===== src/design/sha_pad_defs.svh =====
`ifndef SHA_PAD_DEFS_SVH
`define SHA_PAD_DEFS_SVH

// Block geometry
`define PAD_BLOCK_BITS 512
`define PAD_BYTES 64
`define PAD_ADDR_BITS 6
`define PAD_BYTE_BITS 8

// Message limits and padding constants
`define PAD_MAX_MSG_LEN 55
`define PAD_MARKER 8'h80
`define PAD_LEN_HI_IDX 62
`define PAD_LEN_LO_IDX 63

// SRAM read cycle plus input register
`define PAD_MEM_LATENCY 2

`endif


===== src/design/sha_pad_pkg.sv =====
`include "sha_pad_defs.svh"

package sha_pad_pkg;

	typedef logic [`PAD_BYTE_BITS-1:0] byte_t;	// One message byte
	typedef logic [`PAD_ADDR_BITS-1:0] byte_idx_t;	// Block byte index or SRAM address
	typedef logic [`PAD_BLOCK_BITS-1:0] block_t;	// Byte 0 sits in the top bits

	// Padding sequence
	typedef enum logic [2:0] {
		idle,
		load,	// Latch length, clear block
		fetch,	// One SRAM read per cycle
		marker,
		len_hi,
		len_lo,	// Also covers the pipe drain
		done
	} pad_state_e;

	// Where a written byte comes from
	typedef enum logic [1:0] {
		src_mem,
		src_marker,
		src_len_hi,
		src_len_lo
	} byte_src_e;

	typedef struct packed {
		logic en;
		byte_idx_t addr;
	} mem_req_t;

	typedef struct packed {
		logic en;
		byte_src_e src;
		byte_idx_t idx;
	} pad_wr_t;

endpackage


===== src/design/byte_write_pipe.sv =====
`timescale 1ns/1ns
`include "sha_pad_defs.svh"

module byte_write_pipe (
	input logic clock,
	input logic regin_reset,
	input sha_pad_pkg::pad_wr_t wr_req,
	input sha_pad_pkg::byte_t mem_data,
	input sha_pad_pkg::byte_idx_t msg_len_q,
	output sha_pad_pkg::pad_wr_t wr_out,
	output sha_pad_pkg::byte_t wr_data
);

	localparam int LEN_BITS = 2 * `PAD_BYTE_BITS;

	sha_pad_pkg::pad_wr_t stage [`PAD_MEM_LATENCY];	// stage[0] is the youngest
	logic [LEN_BITS-1:0] bit_len;	// Message length in bits

	always_ff @(posedge clock) begin
		if (regin_reset) begin
			for (int i = 0; i < `PAD_MEM_LATENCY; i++) begin
				stage[i] <= '0;
			end
		end else begin
			stage[0] <= wr_req;
			for (int i = 1; i < `PAD_MEM_LATENCY; i++) begin
				stage[i] <= stage[i-1];
			end
		end
	end

	assign wr_out = stage[`PAD_MEM_LATENCY-1];

	// Length times eight
	assign bit_len = {{(LEN_BITS - `PAD_ADDR_BITS - 3){1'b0}}, msg_len_q, 3'b000};

	always_comb begin
		case (wr_out.src)
			sha_pad_pkg::src_mem: wr_data = mem_data;	// Arrives now for this request
			sha_pad_pkg::src_marker: wr_data = `PAD_MARKER;
			sha_pad_pkg::src_len_hi: wr_data = bit_len[LEN_BITS-1:`PAD_BYTE_BITS];
			sha_pad_pkg::src_len_lo: wr_data = bit_len[`PAD_BYTE_BITS-1:0];
			default: wr_data = '0;
		endcase
	end

endmodule


===== config.mk =====
export PLATFORM = sky130hd
export DESIGN_NAME = byte_write_pipe
export DESIGN_NICKNAME = d
export VERILOG_FILES = /design/src/design/sha_pad_pkg.sv /design/src/design/byte_write_pipe.sv
export VERILOG_INCLUDE_DIRS = /design/src /design/src/design
export SDC_FILE = /design/constraint.sdc
export NUM_CORES = 1
export LEC_CHECK = 0
export BUFFER_PORTS_ARGS = -buffer_cell sky130_fd_sc_hd__clkbuf_2
export CAP_MARGIN = 20
export CORE_ASPECT_RATIO = 1.25
export CORE_UTILIZATION = 30
export CTS_CLUSTER_DIAMETER = 100
export DETAILED_ROUTE_END_ITERATION = 10
export PLACE_DENSITY = 0.62
export RECOVER_POWER = 25
export SLEW_MARGIN = 20
export SYNTH_ARGS = -nofsm -noshare
export SYNTH_HDL_FRONTEND = slang
export SYNTH_SLANG_ARGS = --single-unit

===== constraint.sdc =====
create_clock -name clock -period 0.86 [get_ports clock]
set_clock_uncertainty 0.1 [all_clocks]
set_input_delay 0.043 -clock clock [delete_from_list [all_inputs] [get_ports clock]]
set_output_delay 0.043 -clock clock [all_outputs]
set_load 0.05 [all_outputs]

======== Word level (Yosys, flattened, before mapping) ========
Memory sizes are Yosys's and may differ from the RTL's.
Cells that the tools add are included.
Widths: inputs -> output; s select.
operators by class
  eq/ne operators ......................... 3
  muxes and demuxes ....................... 6
  bitwise operators ....................... 2
  reductions and logical operators ........ 1
operator list
  kind                count
  $pmux 8 s4          1
  $mux 9              2
  $eq 2x2->1 const B  2
  $mux 1              3
  $eq 2x1->1 const B  1
  $logic_not 2->1     1
  $or 1x1->1          2
storage, ports and cells
  register bits after elaboration ......... 0
  bits in writable memories ............... 18
  word-level logic and storage cells ...... 13
  memories ................................ 1
memory list
  name   depth  bits a word  rd ports  clocked after memory_dff  wr ports  RTL line               source
  stage  2      9            2         0                         2         byte_write_pipe.sv:16  sha_pad_pkg::pad_wr_t stage [`PAD_MEM_LATENCY];

======== Depth between registers and ports, before layout ========
  depth in word-level cells ............... 3
  depth in mapped cells ................... 2

======== Least setup slack after synthesis ========
No wires, ideal clock.
  path kind ............................... flip-flop to output port
  start ................................... memory stage[0][16] (netlist name)
  end ..................................... output port wr_data[0]
  arrival ................................. 1.148 ns
  data required time ...................... 0.717 ns
  path slack .............................. -0.431 ns
  stages on the path, launching flop included .. 3
  buffers on the path ..................... 0
  path through ............................ dfxtp_1 -> mux2i_1 -> nor2_1
RTL lines
  item         RTL line               source
  from (decl)  byte_write_pipe.sv:16
  to (decl)    byte_write_pipe.sv:11  output sha_pad_pkg::byte_t wr_data

==> results list <==
- The congestion estimate from routability-driven global placement came to 0.551.
* Outcome: finished with violations
* Largest registers: stage: 18 flops
* Count of nets left with antenna violations after detail routing: 0
- Antenna fix cells: 0
* Final routed wire length divided by cell count: between 9 and 10 um
- Clock-pin slew was measured on the worst setup and hold paths at 0.10 ns.
* Nets@finish: 133
- The final route contains 549 vias.
- Clock insertion delay at the later pin of the skew report: 0.28 ns
* Number of failing hold endpoints at the final stage: 9
- Warning count from the yosys run: 0
- In this run the critical register-to-register path is launched from stage[0][7].
- The checks that failed: design-rule violations, negative hold slack, negative setup slack.
- For the finished layout, the period the worst path requires is 1.40 ns.
- After global routing the overflow that remains totals 0.
- The detailed router finished its first iteration with 14 violations.
* Quantity of hold-fixing buffers added after cts: 9
* Crit. End Element: output port
- Worst setup path startpoint: stage[0][16]
- In the global route stage, overall resource usage came out at 0.110.
- Number of optimization iterations in the first detailed-route pass: 7
- Maximum number of pins on one net before global-route repair: 12
- Data arrival, critical path: 1.25 ns
- Relative to the synthesized area, the layout overhead comes to 95.3%.
- Syn Nets: 84
- The floorplan step defined a core boundary enclosing between 2000 and 2500 um^2.
* Slew Limit Headroom: 0.852
- The number of different library cells used by synthesis comes to 13.
* Number of flip-flops in the largest register: 18
- For this run, the register share of the synthesized area comes to 0.561.
- For the pin with the worst max-slew slack, the measured transition is 0.218 ns.
* Leakage power figure: 0.588 nW
- The worst register-to-register path ends at stage[0][16].
- The via count of the first global-routing pass was 479.
- Path class of the lowest-slack min-delay path: in2reg
* TritonCTS clock tree: built
- Bufs on Longest Clock Path: 2
- For this run, the top clock speed supported by timing is 0.717 GHz.
- Synthesized instance count: 59
- Counting the buffers created by CTS gives 3.
* Placement Rows: 18
- In this run the register-to-register setup slack is 0.22 ns.
* Synthesized area: around 640 um^2
- After detailed placement, the total cell area comes to 878 um^2.
* Drc violations: 11
- VDD sags by at most about 1.2 mV.
- For the final routed database, the setup TNS stands at -4.94 ns.
- The routed design has between 1 and 1.5 mm of wire.
- Crit share post-route: 1.62
- Critical Path Source Type: flop
- The die covers 2330 um^2.
- The max-slew violation count was 0.
- In this run the power density over the cells is 1540 nW/um^2.
- Clock tree synthesis found a total of 18 sinks.
* Worst setup slack after layout: -0.536 ns
- Worst setup path class: reg2out
- Detailed placement ended at an HPWL of 803 um.
* Syn avg cell area: 10.9 um^2
* DIE HEIGHT: 53.7 um
- Required time of the critical path: a little over 0.7 ns
- Biggest fanout along the worst timing path: 6
* Destination of the critical timing path: wr_data[5]
- Fill cells: 164
* Fin Hold WS: -0.0496 ns
- In this run the number of H-tree levels came out at 1.
- Design Area, Final: 1250 um^2
* Starting density of the core: 0.320
* Post-layout total power: 1.93 mW
- Final standard cell count with taps included and fillers excluded: between 100 and 150
- Setup repair after global routing missed its margin: yes
* Root buffer cell: sky130_fd_sc_hd__clkbuf_4
- Proportion of layout cells with a drive suffix above 1: 0.645
- #FFs+latches synth: 18
- Count of port buffers added during placement: a little over 40
- Max-cap violations in this run came to 0.
- Number of failing setup endpoints in the final timing report: 17
* Largest register by flop count: stage
- From left edge to right edge, the die measures between 40 and 50 um.
- Number of placed instances with taps included: 112
* First-pass GRT wire length: about 1.8 mm
* Antenna violations before repair: 0
- Number of top-level pins: 42
- The worst register-to-register path has a depth of 1.
* Vias per cell: about 4.3
## metal layers
metal / vias up / global-route usage / wire [um] / share of wire
li1: 276 / - / - / -
met1: 234 / 0.0741 / 368 / 0.29
met2: 37 / 0.242 / 747 / 0.59
met3: 2 / 0.0201 / 140 / 0.11
met4: 0 / 0.0938 / 14 / 0.011
met5: - / 0 / 0 / 0
## stage by stage
step | setup slack [ns] | util
2_1_floorplan | -0.103 | -
6_report | -0.536 | 0.625
4_1_cts | -0.540 | 0.611
5_1_grt | -0.578 | 0.625
3_5_place_dp | -0.277 | 0.438
3_3_place_gp | -0.264 | 0.438
## power breakdown
part           internal, mW  switching, mW  total [mW]  leakage [nW]
logic                 0.282          0.260       0.542         0.414
registers             0.871         0.0186       0.890         0.153
clock network         0.258          0.241       0.499        0.0210
total                  1.41          0.520        1.93         0.588
## synth_stat cells, drive strengths merged
| cell type | instances | area, um^2 |
|---|---|---|
| dfxtp | 18 | 360 |
| nor2b | 17 | 106 |
| buf | 10 | 72.6 |
| a22o | 5 | 43.8 |
| and2 | 3 | 21.3 |
| nor2 | 2 | 10.0 |
| and2b | 1 | 7.51 |
| inv | 1 | 3.75 |
| mux2i | 1 | 10.0 |
| nand2b | 1 | 6.26 |
## worst min path at each step
stage | endpoint | slack [ns] | from | cells after the start
2_1_floorplan | stage[0][15] | 0.007 | regin_reset | 1
3_3_place_gp | stage[0][0] | 0.15 | wr_req[0] | 2
3_5_place_dp | stage[0][4] | 0.15 | wr_req[4] | 2
4_1_cts | stage[0][15] | -0.05 | regin_reset | 2
5_1_grt | stage[0][17] | -0.04 | regin_reset | 2
6_report | stage[0][15] | -0.05 | regin_reset | 2
## worst max-delay path, cell delays in order, from the launching register on
cell and delay, ns:
sky130_fd_sc_hd__dfxtp_4 0.38, sky130_fd_sc_hd__and2_4 0.16, sky130_fd_sc_hd__a22o_4 0.25, sky130_fd_sc_hd__clkbuf_16 0.17
## cell type report
type	instances	area [um^2]	area share
Tap cell	20	25.0	0.0200
Timing Repair Buffer	54	542	0.432
Clock buffer	4	36.3	0.0289
Multi-Input combinational cell	30	270	0.216
Inverter	1	3.75	0.00299
Sequential cell	18	377	0.300
## timing repair
item / in CTS / in global routing
endpoints found under the setup margin: 17 / 17
pin swaps: 1 / 1
buffers inserted: 1 / 1
hold endpoints to repair: 13 / 9
gates resized for setup: 46 / 14
## logic make-up after synthesis
kind of cell,after synthesis,synth area share
multiplexers,1,0.0156
buffers and inverters,11,0.119
AO/OA/AOI/OAI,5,0.0682
AND/OR/NAND/NOR,24,0.236
flip-flops,18,0.561
## cells in the final DEF (no fill, tap or decap)
cell type / count
sky130_fd_sc_hd__clkbuf_8: 1
sky130_fd_sc_hd__clkbuf_4: 4
sky130_fd_sc_hd__clkbuf_16: 5
sky130_fd_sc_hd__clkbuf_2: 24
sky130_fd_sc_hd__nand2b_1: 1
sky130_fd_sc_hd__dfxtp_4: 2
sky130_fd_sc_hd__dlygate4sd3_1: 9
sky130_fd_sc_hd__dfxtp_2: 7
sky130_fd_sc_hd__and2_4: 3
sky130_fd_sc_hd__and2b_1: 1
sky130_fd_sc_hd__nor2b_1: 17
sky130_fd_sc_hd__buf_4: 3
sky130_fd_sc_hd__mux2i_2: 1
sky130_fd_sc_hd__dfxtp_1: 9
sky130_fd_sc_hd__buf_6: 1
sky130_fd_sc_hd__buf_8: 11
sky130_fd_sc_hd__nor2_4: 2
sky130_fd_sc_hd__inv_1: 1
sky130_fd_sc_hd__a22o_4: 5
No activity file was read; power rests on OpenSTA's default activity.
