$ cat src/design/sha_pad_defs.svh
`ifndef SHA_PAD_DEFS_SVH
`define SHA_PAD_DEFS_SVH

// Block geometry
`define PAD_BLOCK_BITS 512
`define PAD_BYTES 64
`define PAD_ADDR_BITS 6
`define PAD_BYTE_BITS 8

// Message limits and padding constants
`define PAD_MAX_MSG_LEN 55
`define PAD_MARKER 8'h80
`define PAD_LEN_HI_IDX 62
`define PAD_LEN_LO_IDX 63

// SRAM read cycle plus input register
`define PAD_MEM_LATENCY 2

`endif

$ cat src/design/sha_pad_pkg.sv
`include "sha_pad_defs.svh"

package sha_pad_pkg;

	typedef logic [`PAD_BYTE_BITS-1:0] byte_t;	// One message byte
	typedef logic [`PAD_ADDR_BITS-1:0] byte_idx_t;	// Block byte index or SRAM address
	typedef logic [`PAD_BLOCK_BITS-1:0] block_t;	// Byte 0 sits in the top bits

	// Padding sequence
	typedef enum logic [2:0] {
		idle,
		load,	// Latch length, clear block
		fetch,	// One SRAM read per cycle
		marker,
		len_hi,
		len_lo,	// Also covers the pipe drain
		done
	} pad_state_e;

	// Where a written byte comes from
	typedef enum logic [1:0] {
		src_mem,
		src_marker,
		src_len_hi,
		src_len_lo
	} byte_src_e;

	typedef struct packed {
		logic en;
		byte_idx_t addr;
	} mem_req_t;

	typedef struct packed {
		logic en;
		byte_src_e src;
		byte_idx_t idx;
	} pad_wr_t;

endpackage

$ cat src/design/pad_fsm.sv
`timescale 1ns/1ns
`include "sha_pad_defs.svh"

module pad_fsm (
	input logic clock,
	input logic regin_reset,
	input logic go,
	input sha_pad_pkg::byte_idx_t msg_len,
	output sha_pad_pkg::mem_req_t mem_req,
	output sha_pad_pkg::pad_wr_t wr_req,
	output logic clear_block,
	output sha_pad_pkg::byte_idx_t msg_len_q,
	output logic pad_rdy
);

	localparam int WAIT_BITS = $clog2(`PAD_MEM_LATENCY + 1);

	sha_pad_pkg::pad_state_e state;
	sha_pad_pkg::pad_state_e state_nx;
	sha_pad_pkg::byte_idx_t addr_cnt;	// SRAM address, also the write index in fetch
	logic [WAIT_BITS-1:0] wait_cnt;	// Cycles spent in len_lo
	logic last_addr;
	logic drained;

	assign last_addr = (addr_cnt == msg_len_q - 1'b1);
	assign drained = (wait_cnt == WAIT_BITS'(`PAD_MEM_LATENCY));

	always_comb begin
		state_nx = state;
		case (state)
			sha_pad_pkg::idle, sha_pad_pkg::done: begin
				if (go) begin
					state_nx = sha_pad_pkg::load;
				end
			end
			sha_pad_pkg::load: begin
				// msg_len_q is not loaded yet, look at the input
				if (msg_len == '0) begin
					state_nx = sha_pad_pkg::marker;
				end else begin
					state_nx = sha_pad_pkg::fetch;
				end
			end
			sha_pad_pkg::fetch: begin
				if (last_addr) begin
					state_nx = sha_pad_pkg::marker;
				end
			end
			sha_pad_pkg::marker: state_nx = sha_pad_pkg::len_hi;
			sha_pad_pkg::len_hi: state_nx = sha_pad_pkg::len_lo;
			sha_pad_pkg::len_lo: begin
				if (drained) begin	// Last write has reached the block
					state_nx = sha_pad_pkg::done;
				end
			end
			default: state_nx = sha_pad_pkg::idle;
		endcase
	end

	always_ff @(posedge clock) begin
		if (regin_reset) begin
			state <= sha_pad_pkg::idle;
			addr_cnt <= '0;
			wait_cnt <= '0;
			msg_len_q <= '0;
		end else begin
			state <= state_nx;
			if (state == sha_pad_pkg::load) begin
				msg_len_q <= msg_len;
			end
			if (state == sha_pad_pkg::fetch) begin
				addr_cnt <= addr_cnt + 1'b1;
			end else begin
				addr_cnt <= '0;
			end
			if (state == sha_pad_pkg::len_lo) begin
				wait_cnt <= wait_cnt + 1'b1;
			end else begin
				wait_cnt <= '0;
			end
		end
	end

	assign mem_req.en = (state == sha_pad_pkg::fetch);
	assign mem_req.addr = addr_cnt;

	always_comb begin
		wr_req.en = 1'b0;
		wr_req.src = sha_pad_pkg::src_mem;
		wr_req.idx = addr_cnt;
		case (state)
			sha_pad_pkg::fetch: begin
				wr_req.en = 1'b1;	// Same index as the SRAM read
			end
			sha_pad_pkg::marker: begin
				wr_req.en = 1'b1;
				wr_req.src = sha_pad_pkg::src_marker;
				wr_req.idx = msg_len_q;	// Right after the last message byte
			end
			sha_pad_pkg::len_hi: begin
				wr_req.en = 1'b1;
				wr_req.src = sha_pad_pkg::src_len_hi;
				wr_req.idx = sha_pad_pkg::byte_idx_t'(`PAD_LEN_HI_IDX);
			end
			sha_pad_pkg::len_lo: begin
				wr_req.en = (wait_cnt == '0);	// Only on the first cycle
				wr_req.src = sha_pad_pkg::src_len_lo;
				wr_req.idx = sha_pad_pkg::byte_idx_t'(`PAD_LEN_LO_IDX);
			end
			default: wr_req.en = 1'b0;
		endcase
	end

	assign clear_block = (state == sha_pad_pkg::load);
	assign pad_rdy = (state == sha_pad_pkg::done);

	// Reads stay inside the message
	a_mem_in_fetch: assert property (@(posedge clock) disable iff (regin_reset)
		mem_req.en |-> (mem_req.addr < msg_len_q));

	// Reads run back to back, one address further each cycle
	a_mem_seq: assert property (@(posedge clock) disable iff (regin_reset)
		mem_req.en && !last_addr |=>
		mem_req.en && (mem_req.addr == $past(mem_req.addr) + 1'b1));

endmodule

$ cat config.mk
export PLATFORM = sky130hd
export DESIGN_NAME = pad_fsm
export DESIGN_NICKNAME = d
export VERILOG_FILES = /design/src/design/sha_pad_pkg.sv /design/src/design/pad_fsm.sv
export VERILOG_INCLUDE_DIRS = /design/src /design/src/design
export SDC_FILE = /design/constraint.sdc
export NUM_CORES = 1
export LEC_CHECK = 0
export BUFFER_PORTS_ARGS = -buffer_cell sky130_fd_sc_hd__buf_2
export CORE_MARGIN = 3
export CORE_UTILIZATION = 45
export CTS_CLUSTER_SIZE = 16
export DETAILED_ROUTE_END_ITERATION = 10
export PLACE_DENSITY_LB_ADDON = 0.25
export SLEW_MARGIN = 20
export SYNTH_ARGS = -nofsm -noshare
export SYNTH_HDL_FRONTEND = slang
export SYNTH_SLANG_ARGS = --single-unit
$ cat constraint.sdc
create_clock -name clock -period 3.4 [get_ports clock]
set_input_delay 0.17 -clock clock [delete_from_list [all_inputs] [get_ports clock]]
set_output_delay 0.17 -clock clock [all_outputs]
set_load 0.01 [all_outputs]
Yosys cells after proc, flatten, opt, wreduce, memory -nomap -nowiden
Index checks and enable logic that the tools add are counted.
W data, S select, Z words.
Cells by class
  add/sub/neg operators: 3
  equal/unequal tests: 11
  multiplexer cells: 7
  bitwise gates (word level): 2
  reduce and logical (&&, ||, !) cells: 8
Operators by type and width (number)
  $pmux W8 S3: 1
  $pmux W3 S6: 1
  $eq A3 B3 Y1 const B: 3
  $mux W3: 3
  $add A6 B1 Y6 const B: 1
  $eq A3 B2 Y1 const B: 2
  $eq A6 B6 Y1: 1
  $logic_not A6 Y1: 1
  $reduce_or A2 Y1: 3
  $sub A6 B1 Y6 const B: 1
  $ne A2 B2 Y1 const B: 2
  $eq A3 B1 Y1 const B: 1
  $logic_not A3 Y1: 1
  $reduce_and A3 Y1: 1
  $reduce_or A3 Y1: 1
  $add A2 B1 Y2 const B: 1
  $eq A2 B2 Y1 const B: 1
  $logic_not A2 Y1: 1
  $ne A2 B1 Y1 const B: 1
  $not A1 Y1: 2
  $pmux W1 S2: 1
  $mux W1: 1
Word-level totals
  flip-flop bits (word level): 17
  output and inout bits: 24
  logic and storage cells: 35

Logic depth before layout (Yosys ltp)
Gate-level depths: netlist of the first run.
  depth in word-level cells: 4
  depth in mapped cells: 7
  gate-level depth less buffers: 7

Worst setup path before layout of the first run
OpenSTA, ideal clock, no wires.
  path type: reg-to-reg
  start point: register msg_len_q[0]
  end point: register state[0]
  arrival: 1421 ps
  setup slack: 1906 ps
  cell stages (with the launch flop): 8
  path through: dfxtp_1 inv_1 ha_1 xnor2_1 a21o_1 o21ai_0 a31oi_1 nor3_2
On the way
  longest elaborated chain between the ends: 4
RTL lines
  start: declaration: line pad_fsm.sv:12  | output sha_pad_pkg::byte_idx_t msg_len_q,
  start signal: assignment: line pad_fsm.sv:69  | msg_len_q <= msg_len;
  $sub A6 B1 Y6: line pad_fsm.sv:25  | assign last_addr = (addr_cnt == msg_len_q - 1'b1);
  $eq A6 B6 Y1: line pad_fsm.sv:25
  $ne A2 B1 Y1 (no line)
  $reduce_and A3 Y1 (no line)
  end signal: assignment: line pad_fsm.sv:62  | state <= sha_pad_pkg::idle;
  end signal: assignment: line pad_fsm.sv:67  | state <= state_nx;
  end: declaration: line pad_fsm.sv:18  | sha_pad_pkg::pad_state_e state;
No other way between the ends.
A chain may end at the register's enable or synchronous reset.

Final worst setup path of the first run
  start point: register state[2]
  end point: output clear_block
On the way
  longest elaborated chain between the ends: 1
RTL lines
  $eq A3 B1 Y1: line pad_fsm.sv:114  | assign clear_block = (state == sha_pad_pkg::load);
  end: declaration: line pad_fsm.sv:11  | output logic clear_block,
No other way between the ends.

==> results.cfg, run 1 <==
[run_status]
status = complete, no violations

[sta]
final-max-slew-violation-count = 0
fmax_mhz = 480
finalSetupViolCount = 0
fin_ws_ns = 1.32
tightest_slew_ns = 0.807
rsz0062_at_grt = no
maxSlewHeadroom_pct = 46.1
fin_worst_skew_ns = 0.00628
timing.hold.ws_ns = 0.126
post-route-min-period_ns = 2.08
hold_viol_final = 0
period_share_pct = 61.3
tns_ns = 0

[critical_path]
criticalPathCategory = reg2out
cp_max_fo = 13
critPathSlowestCell = dfxtp_1
crit_family = simple AND/OR/NAND/NOR gates
path_buf_inv = 2
cp_data_arrival_time_ns = 1.91
startpoint_type = flip-flop
cp_cell_sequence = inv_1, nand2_1, nor2_1, buf_2
rr_worst_depth = 5
slowest_delay_ns = 0.39
cp.required_ns = 3.23
cp.depth = 4
endpoint_kind = output pin

[worst_hold_path]
hold_path.class = in2reg
min_path_cells = 3

[synthesis]
yosys.area_share.adder_pct = 4.68
ys_types = 30
yosys.area_share.simple_pct = 22.3
synth.top_cells.by_area = dfxtp_1, xnor2_1, a21oi_1
synth_nets = 156
synth_xor_area_share_pct = 9.82
ys_seq_elements = 17
synth-compound-area-share_pct = 21.2
yosysSeqAreaShare_pct = 31.8
synth_top_area_cell = dfxtp_1
syn_area_sq_mm = 0.00107
synthMuxAreaShare_pct = 0
synth_top_family_by_area = simple AND/OR/NAND/NOR gates
syn_avg_cell_area_sq_um = 7.48
yosys_warnings = 0
synthCells = 143
synth_top_area_share_pct = 31.8

[cells_and_area]
fin_nets = 183
fin_cells = 197
layout_common_cells = buf_2, nor2_1, dfxtp_1
post-route-cell-area_sq_mm = 0.00122
utilization_pct = 54.6
multi_input_area_sq_um = 621
diodes = 0
area.sequential_sq_um = 340
syn_to_final_growth_pct = 14.0
final_common_cell = buf_2
drive_gt1_share_pct = 22.5
fillCellCount = 232

[detailed_routing]
viasPerCell = 5.46
first_pass_iters = 4
ant_nets = 0
finalWirelength_microns = 2590
drc = 0
wl_per_cell_microns = 13.1
via_count = 1075
drtIter0Drc = 22

[place]
hpwl_microns = 1960
port_buffers = 32
placedCellCount = 193
post-place-ws_ns = 1.64
gp_congestion = 0.846
placed_cell_area_sq_mm = 0.00119

[clock_tree]
cts_buffers = 3
cts_buffer_depth = 2
clkLatencyLatePin_ns = 0.29
clkSlewWorstSetupHoldPaths_ns = 0.10
ctsHoldBuffers = 0
post_cts_buffers = 0
clockRootBuffer = clkbuf_4
cts_tree = done
h-tree-depth = 1
cts_sinks = 17
ctsResizeCount = 0

[floorplan]
row_count = 17
io-pin-count = 33
start_util_pct = 47.9
core_area_sq_mm = 0.00223
die_height_microns = 54.8
fp.dieW_microns = 54.8
die_area_sq_mm = 0.00300

[grt]
grt.total_usage_pct = 18.7
grt_pass1_wl_microns = 4020
grt_max_degree = 28
grt_antenna_before_repair = 0
grt-ovfl-total = 0
grt_pass1_vias = 905

[power]
power.leakage_nw = 0.548
power.density_mw_per_mm2 = 474
finalPower_uw = 579
irDropWorstVdd_mv = 0.255

[run]
maxCapViolCount = 0
==> cell usage after synthesis (all sizes together) <==
| master | instances |
|---|---|
| or2 | 1 |
| or3 | 1 |
| nand4 | 1 |
| a31oi | 2 |
| o21bai | 1 |
| nor2 | 17 |
| nor3 | 4 |
| inv | 10 |
| nor4 | 4 |
| a21oi | 15 |
| o31a | 2 |
| o211ai | 2 |
| xor2 | 3 |
| ha | 4 |
| clkbuf | 3 |
| nand3 | 5 |
| and3 | 2 |
| o22ai | 5 |
| xnor2 | 9 |
| dfxtp | 17 |
| a21o | 1 |
| o21ai | 12 |
| nand2 | 13 |
| buf | 7 |
| nor4b | 1 |
| nand2b | 1 |
==> kinds of logic after synthesis <==
kind of cell,Yosys count
XOR/XNOR,12
flip-flops,17
adder cells (fa/ha/maj),4
buffers and inverters,20
AND/OR/NAND/NOR,50
AO/OA/AOI/OAI,40
==> metal layers <==
metal | GRT usage (%) | up-vias | routed length, microns
met4 | 7.88 | 0 | 24
met3 | 3.00 | 4 | 137
met2 | 29.1 | 40 | 1210
met1 | 25.2 | 484 | 1220
li1 | - | 547 | -
met5 | 0 | - | 0
==> report_power, final <==
part	internal [mW]	leakage [nW]	total, mW	switching [mW]
combinational	0.0937	0.395	0.212	0.119
sequential	0.216	0.138	0.258	0.0418
clock	0.0456	0.0150	0.109	0.0629
total	0.355	0.548	0.579	0.223
==> worst reg2reg max path, cell delays in order, from the launching register on <==
cell and delay (ns):
dfxtp_1 0.39, inv_1 0.32, nand2_1 0.31, nor2_1 0.39
nand2_1 0.15, a21oi_1 0.13
==> area by class of cell <==
type                       instances  share of cell area (%)
clock buffer                       4                    2.15
timing repair buffer              32                    13.1
inverter                          10                    3.08
sequential                        17                    27.9
multi-input combinational        106                    50.9
tap                               28                    2.87
==> sequential cells by signal (all words and copies together) (netlist names) <==
register / flops
state: 3
addr_cnt: 6
msg_len_q: 6
wait_cnt: 2
==> final timing paths <==
kind,endpoint,slack (ns),from
worst max-delay path,clear_block,1.32,state[2]
worst min-delay path,msg_len_q[5],0.13,msg_len[5]
worst max register to register,msg_len_q[0],1.64,state[2]
worst min register to register,wait_cnt[0],0.42,wait_cnt[0]
Note: power is estimated with default switching activity, not from simulation.
==> run 2, diff against run 1 <==
--- a/config.mk
+++ b/config.mk
@@ -6,6 +6,7 @@
 export SDC_FILE = /design/constraint.sdc
 export NUM_CORES = 1
 export LEC_CHECK = 0
+export ABC_AREA = 1
 export BUFFER_PORTS_ARGS = -buffer_cell sky130_fd_sc_hd__buf_2
 export CORE_MARGIN = 3
 export CORE_UTILIZATION = 45
==> constraint.sdc (replaced) <==
create_clock -name clock -period 2 [get_ports clock]
set_input_delay 0.1 -clock clock [delete_from_list [all_inputs] [get_ports clock]]
set_output_delay 0.1 -clock clock [all_outputs]
set_load 0.01 [all_outputs]
==> run 2 against run 1 <==
Synthesized area is 0.47% higher; clock skew decreased by 0.0036 ns; wire length shrank 2.7%; synthesized cell count rose by 15%; sequential share of layout area is 1.3 points lower; final area grew 4.9%; core utilization is 2.7 points higher; critical path depth rose by 4; first-iteration DRC count down 27%; combinational power increased to 4.7 times the previous value; clock power up 71%.
==> results.cfg, run 2 <==
[run_status]
status = complete, no violations

[critical_path]
endpoint_kind = output pin
slowest_delay_ns = 0.42
critPathSlowestCell = dfxtp_1
cp_data_arrival_time_ns = 1.72
crit_end = wr_req[0]
ff2ff_setup_slack_ns = 0.32
cp_max_fo = 7
startpoint_type = flip-flop
criticalPathCategory = reg2out
cp_cell_sequence = inv_2, nor2_4, nand2_2, nand2_4, nor2_1, inv_1, o221ai_1, buf_2
rr_worst_depth = 14
cp.required_ns = 1.90
reg2reg_from = msg_len_q[0]
crit_start = state[0]
timing.rr.end = state[1]

[sta]
fin_worst_skew_ns = 0.00265
period_share_pct = 91.0
tightest_slew_ns = 0.289
rsz0062_at_grt = no
fmax_mhz = 549
hold_viol_final = 0
tns_ns = 0
finalSetupViolCount = 0
post-route-min-period_ns = 1.82
final-max-slew-violation-count = 0
maxSlewHeadroom_pct = 80.7

[synthesis]
yosys_most_used_dff = dfxtp_1
yosys_warnings = 0
synth_top_area_share_pct = 31.7
synth-edff-count = 0
synth_commonest_cells = nand2_1, inv_1, nor2_1, dfxtp_1, a21oi_1
ys_seq_elements = 17
synth_top_area_cell = dfxtp_1
yosys.cell_count.top_type = nand2_1
synth_nets = 177
async_flop_share_pct = 0
yosysSeqAreaShare_pct = 31.7
syn_avg_cell_area_sq_um = 6.55
synth.top_cells.by_area = dfxtp_1, nand2_1, inv_1
ys_types = 22
synthCells = 164
syn_area_sq_mm = 0.00107

[floorplan]
io-pin-count = 33
start_util_pct = 48.1
core_area_sq_mm = 0.00223
die_height_microns = 54.9
die_area_sq_mm = 0.00301
row_count = 17
fp.dieW_microns = 54.9

[clock_tree]
ctsResizeCount = 0
clockRootBuffer = clkbuf_4
post_cts_buffers = 0
cts_tree = done
cts_buffers = 3
h-tree-depth = 1
cts_buffer_depth = 2
ctsHoldBuffers = 0
clkSlewWorstSetupHoldPaths_ns = 0.10
cts_sinks = 17
clkLatencyLatePin_ns = 0.29

[cells_and_area]
drive_gt1_share_pct = 26.3
fin_nets = 212
post-route-cell-area_sq_mm = 0.00128
final_common_cell = buf_2
diodes = 0
syn_to_final_growth_pct = 19.1
fillCellCount = 233
layout_common_cells = buf_2, nand2_1, inv_1
reg_top3 = addr_cnt: 6 flops, msg_len_q: 6 flops, state: 3 flops

[power]
power.leakage_nw = 0.648
irDropWorstVdd_mv = 0.834
power.density_mw_per_mm2 = 1350
finalPower_mw = 1.72

[place]
hpwl_microns = 2110
gp_congestion = 0.857
placed_cell_area_sq_mm = 0.00125
port_buffers = 32

[detailed_routing]
wl_per_cell_microns = 11.2
first_pass_iters = 5
via_count = 1141
finalWirelength_microns = 2520
drtIter0Drc = 16
drc = 0
ant_nets = 0
viasPerCell = 5.05

[grt]
grt_antenna_before_repair = 0
grt-ovfl-total = 0
grt_pass1_wl_microns = 3930
grt.total_usage_pct = 18.3
grt_max_degree = 13
grt_pass1_vias = 984

[run]
maxCapViolCount = 0

[worst_hold_path]
hold_path.class = in2reg
-- run 2: cell types whose count changed after synthesis, moves of 4 or more --
cell | before | now
xnor2_1 | 9 | 2
inv_2 | 0 | 5
nand3_1 | 5 | 15
inv_1 | 10 | 25
nand2_2 | 0 | 4
o22ai_1 | 5 | 0
nand2_1 | 13 | 28
-- run 2: cells by family (layout without fill, tap and decap cells) --
family,Yosys count,count (layout),share of synthesized area (%)
buffers and inverters,32,66,12.0
xor gates and xnor gates,2,2,1.63
and+or+nand+nor,77,77,34.5
AOI/OAI and AO/OA,32,32,15.6
adders and majority gates,4,4,4.66
DFF,17,17,31.7
-- run 2: worst min-delay path by stage --
stage          cells after the start        start           to
5_1_grt                            2  regin_reset  wait_cnt[0]
3_3_place_gp                       2  regin_reset  wait_cnt[1]
6_report                           2  regin_reset  wait_cnt[1]
3_5_place_dp                       2  regin_reset  wait_cnt[0]
2_1_floorplan                      1  regin_reset  wait_cnt[1]
4_1_cts                            2  regin_reset  wait_cnt[0]
-- run 2: cell type report --
type / instances / area, sq um / area share (%)
clock buffers: 4 / 26.3 / 2.05
repair buffers: 32 / 160 / 12.5
multi-input cells: 115 / 606 / 47.3
inverters: 30 / 113 / 8.80
flip-flops and latches: 17 / 340 / 26.6
well taps: 28 / 35.0 / 2.74
-- run 2: worst max-delay path: cells and delay by family (launching register included) --
family	cells	cell delay, ns
compound gates	1	0.14
buf+inv	3	0.43
flops	1	0.42
simple gates	4	0.44
-- run 2: through the flow --
stage | cells | util (%) | hold WS, ns | setup slack (ns)
2_1_floorplan | 164 | - | 0.176 | 0.431
3_3_place_gp | 222 | 56.1 | 0.325 | 0.367
3_5_place_dp | 222 | 56.1 | 0.338 | 0.337
4_1_cts | 226 | 57.3 | 0.0201 | 0.158
5_1_grt | 226 | 57.3 | 0.0316 | 0.0356
6_report | 226 | 57.3 | 0.0216 | 0.179
-- run 2: power breakdown --
part / switching [mW] / internal, mW / total, mW
combinational: 0.620 / 0.385 / 1.00
clock: 0.109 / 0.0776 / 0.186
sequential: 0.112 / 0.419 / 0.531
total: 0.840 / 0.881 / 1.72
-- run 2: per-layer routing --
layer	wire length, microns	GRT usage (%)
met2	1270	33.3
met1	1070	19.9
met5	0	0
met3	141	3.81
met4	40	8.71
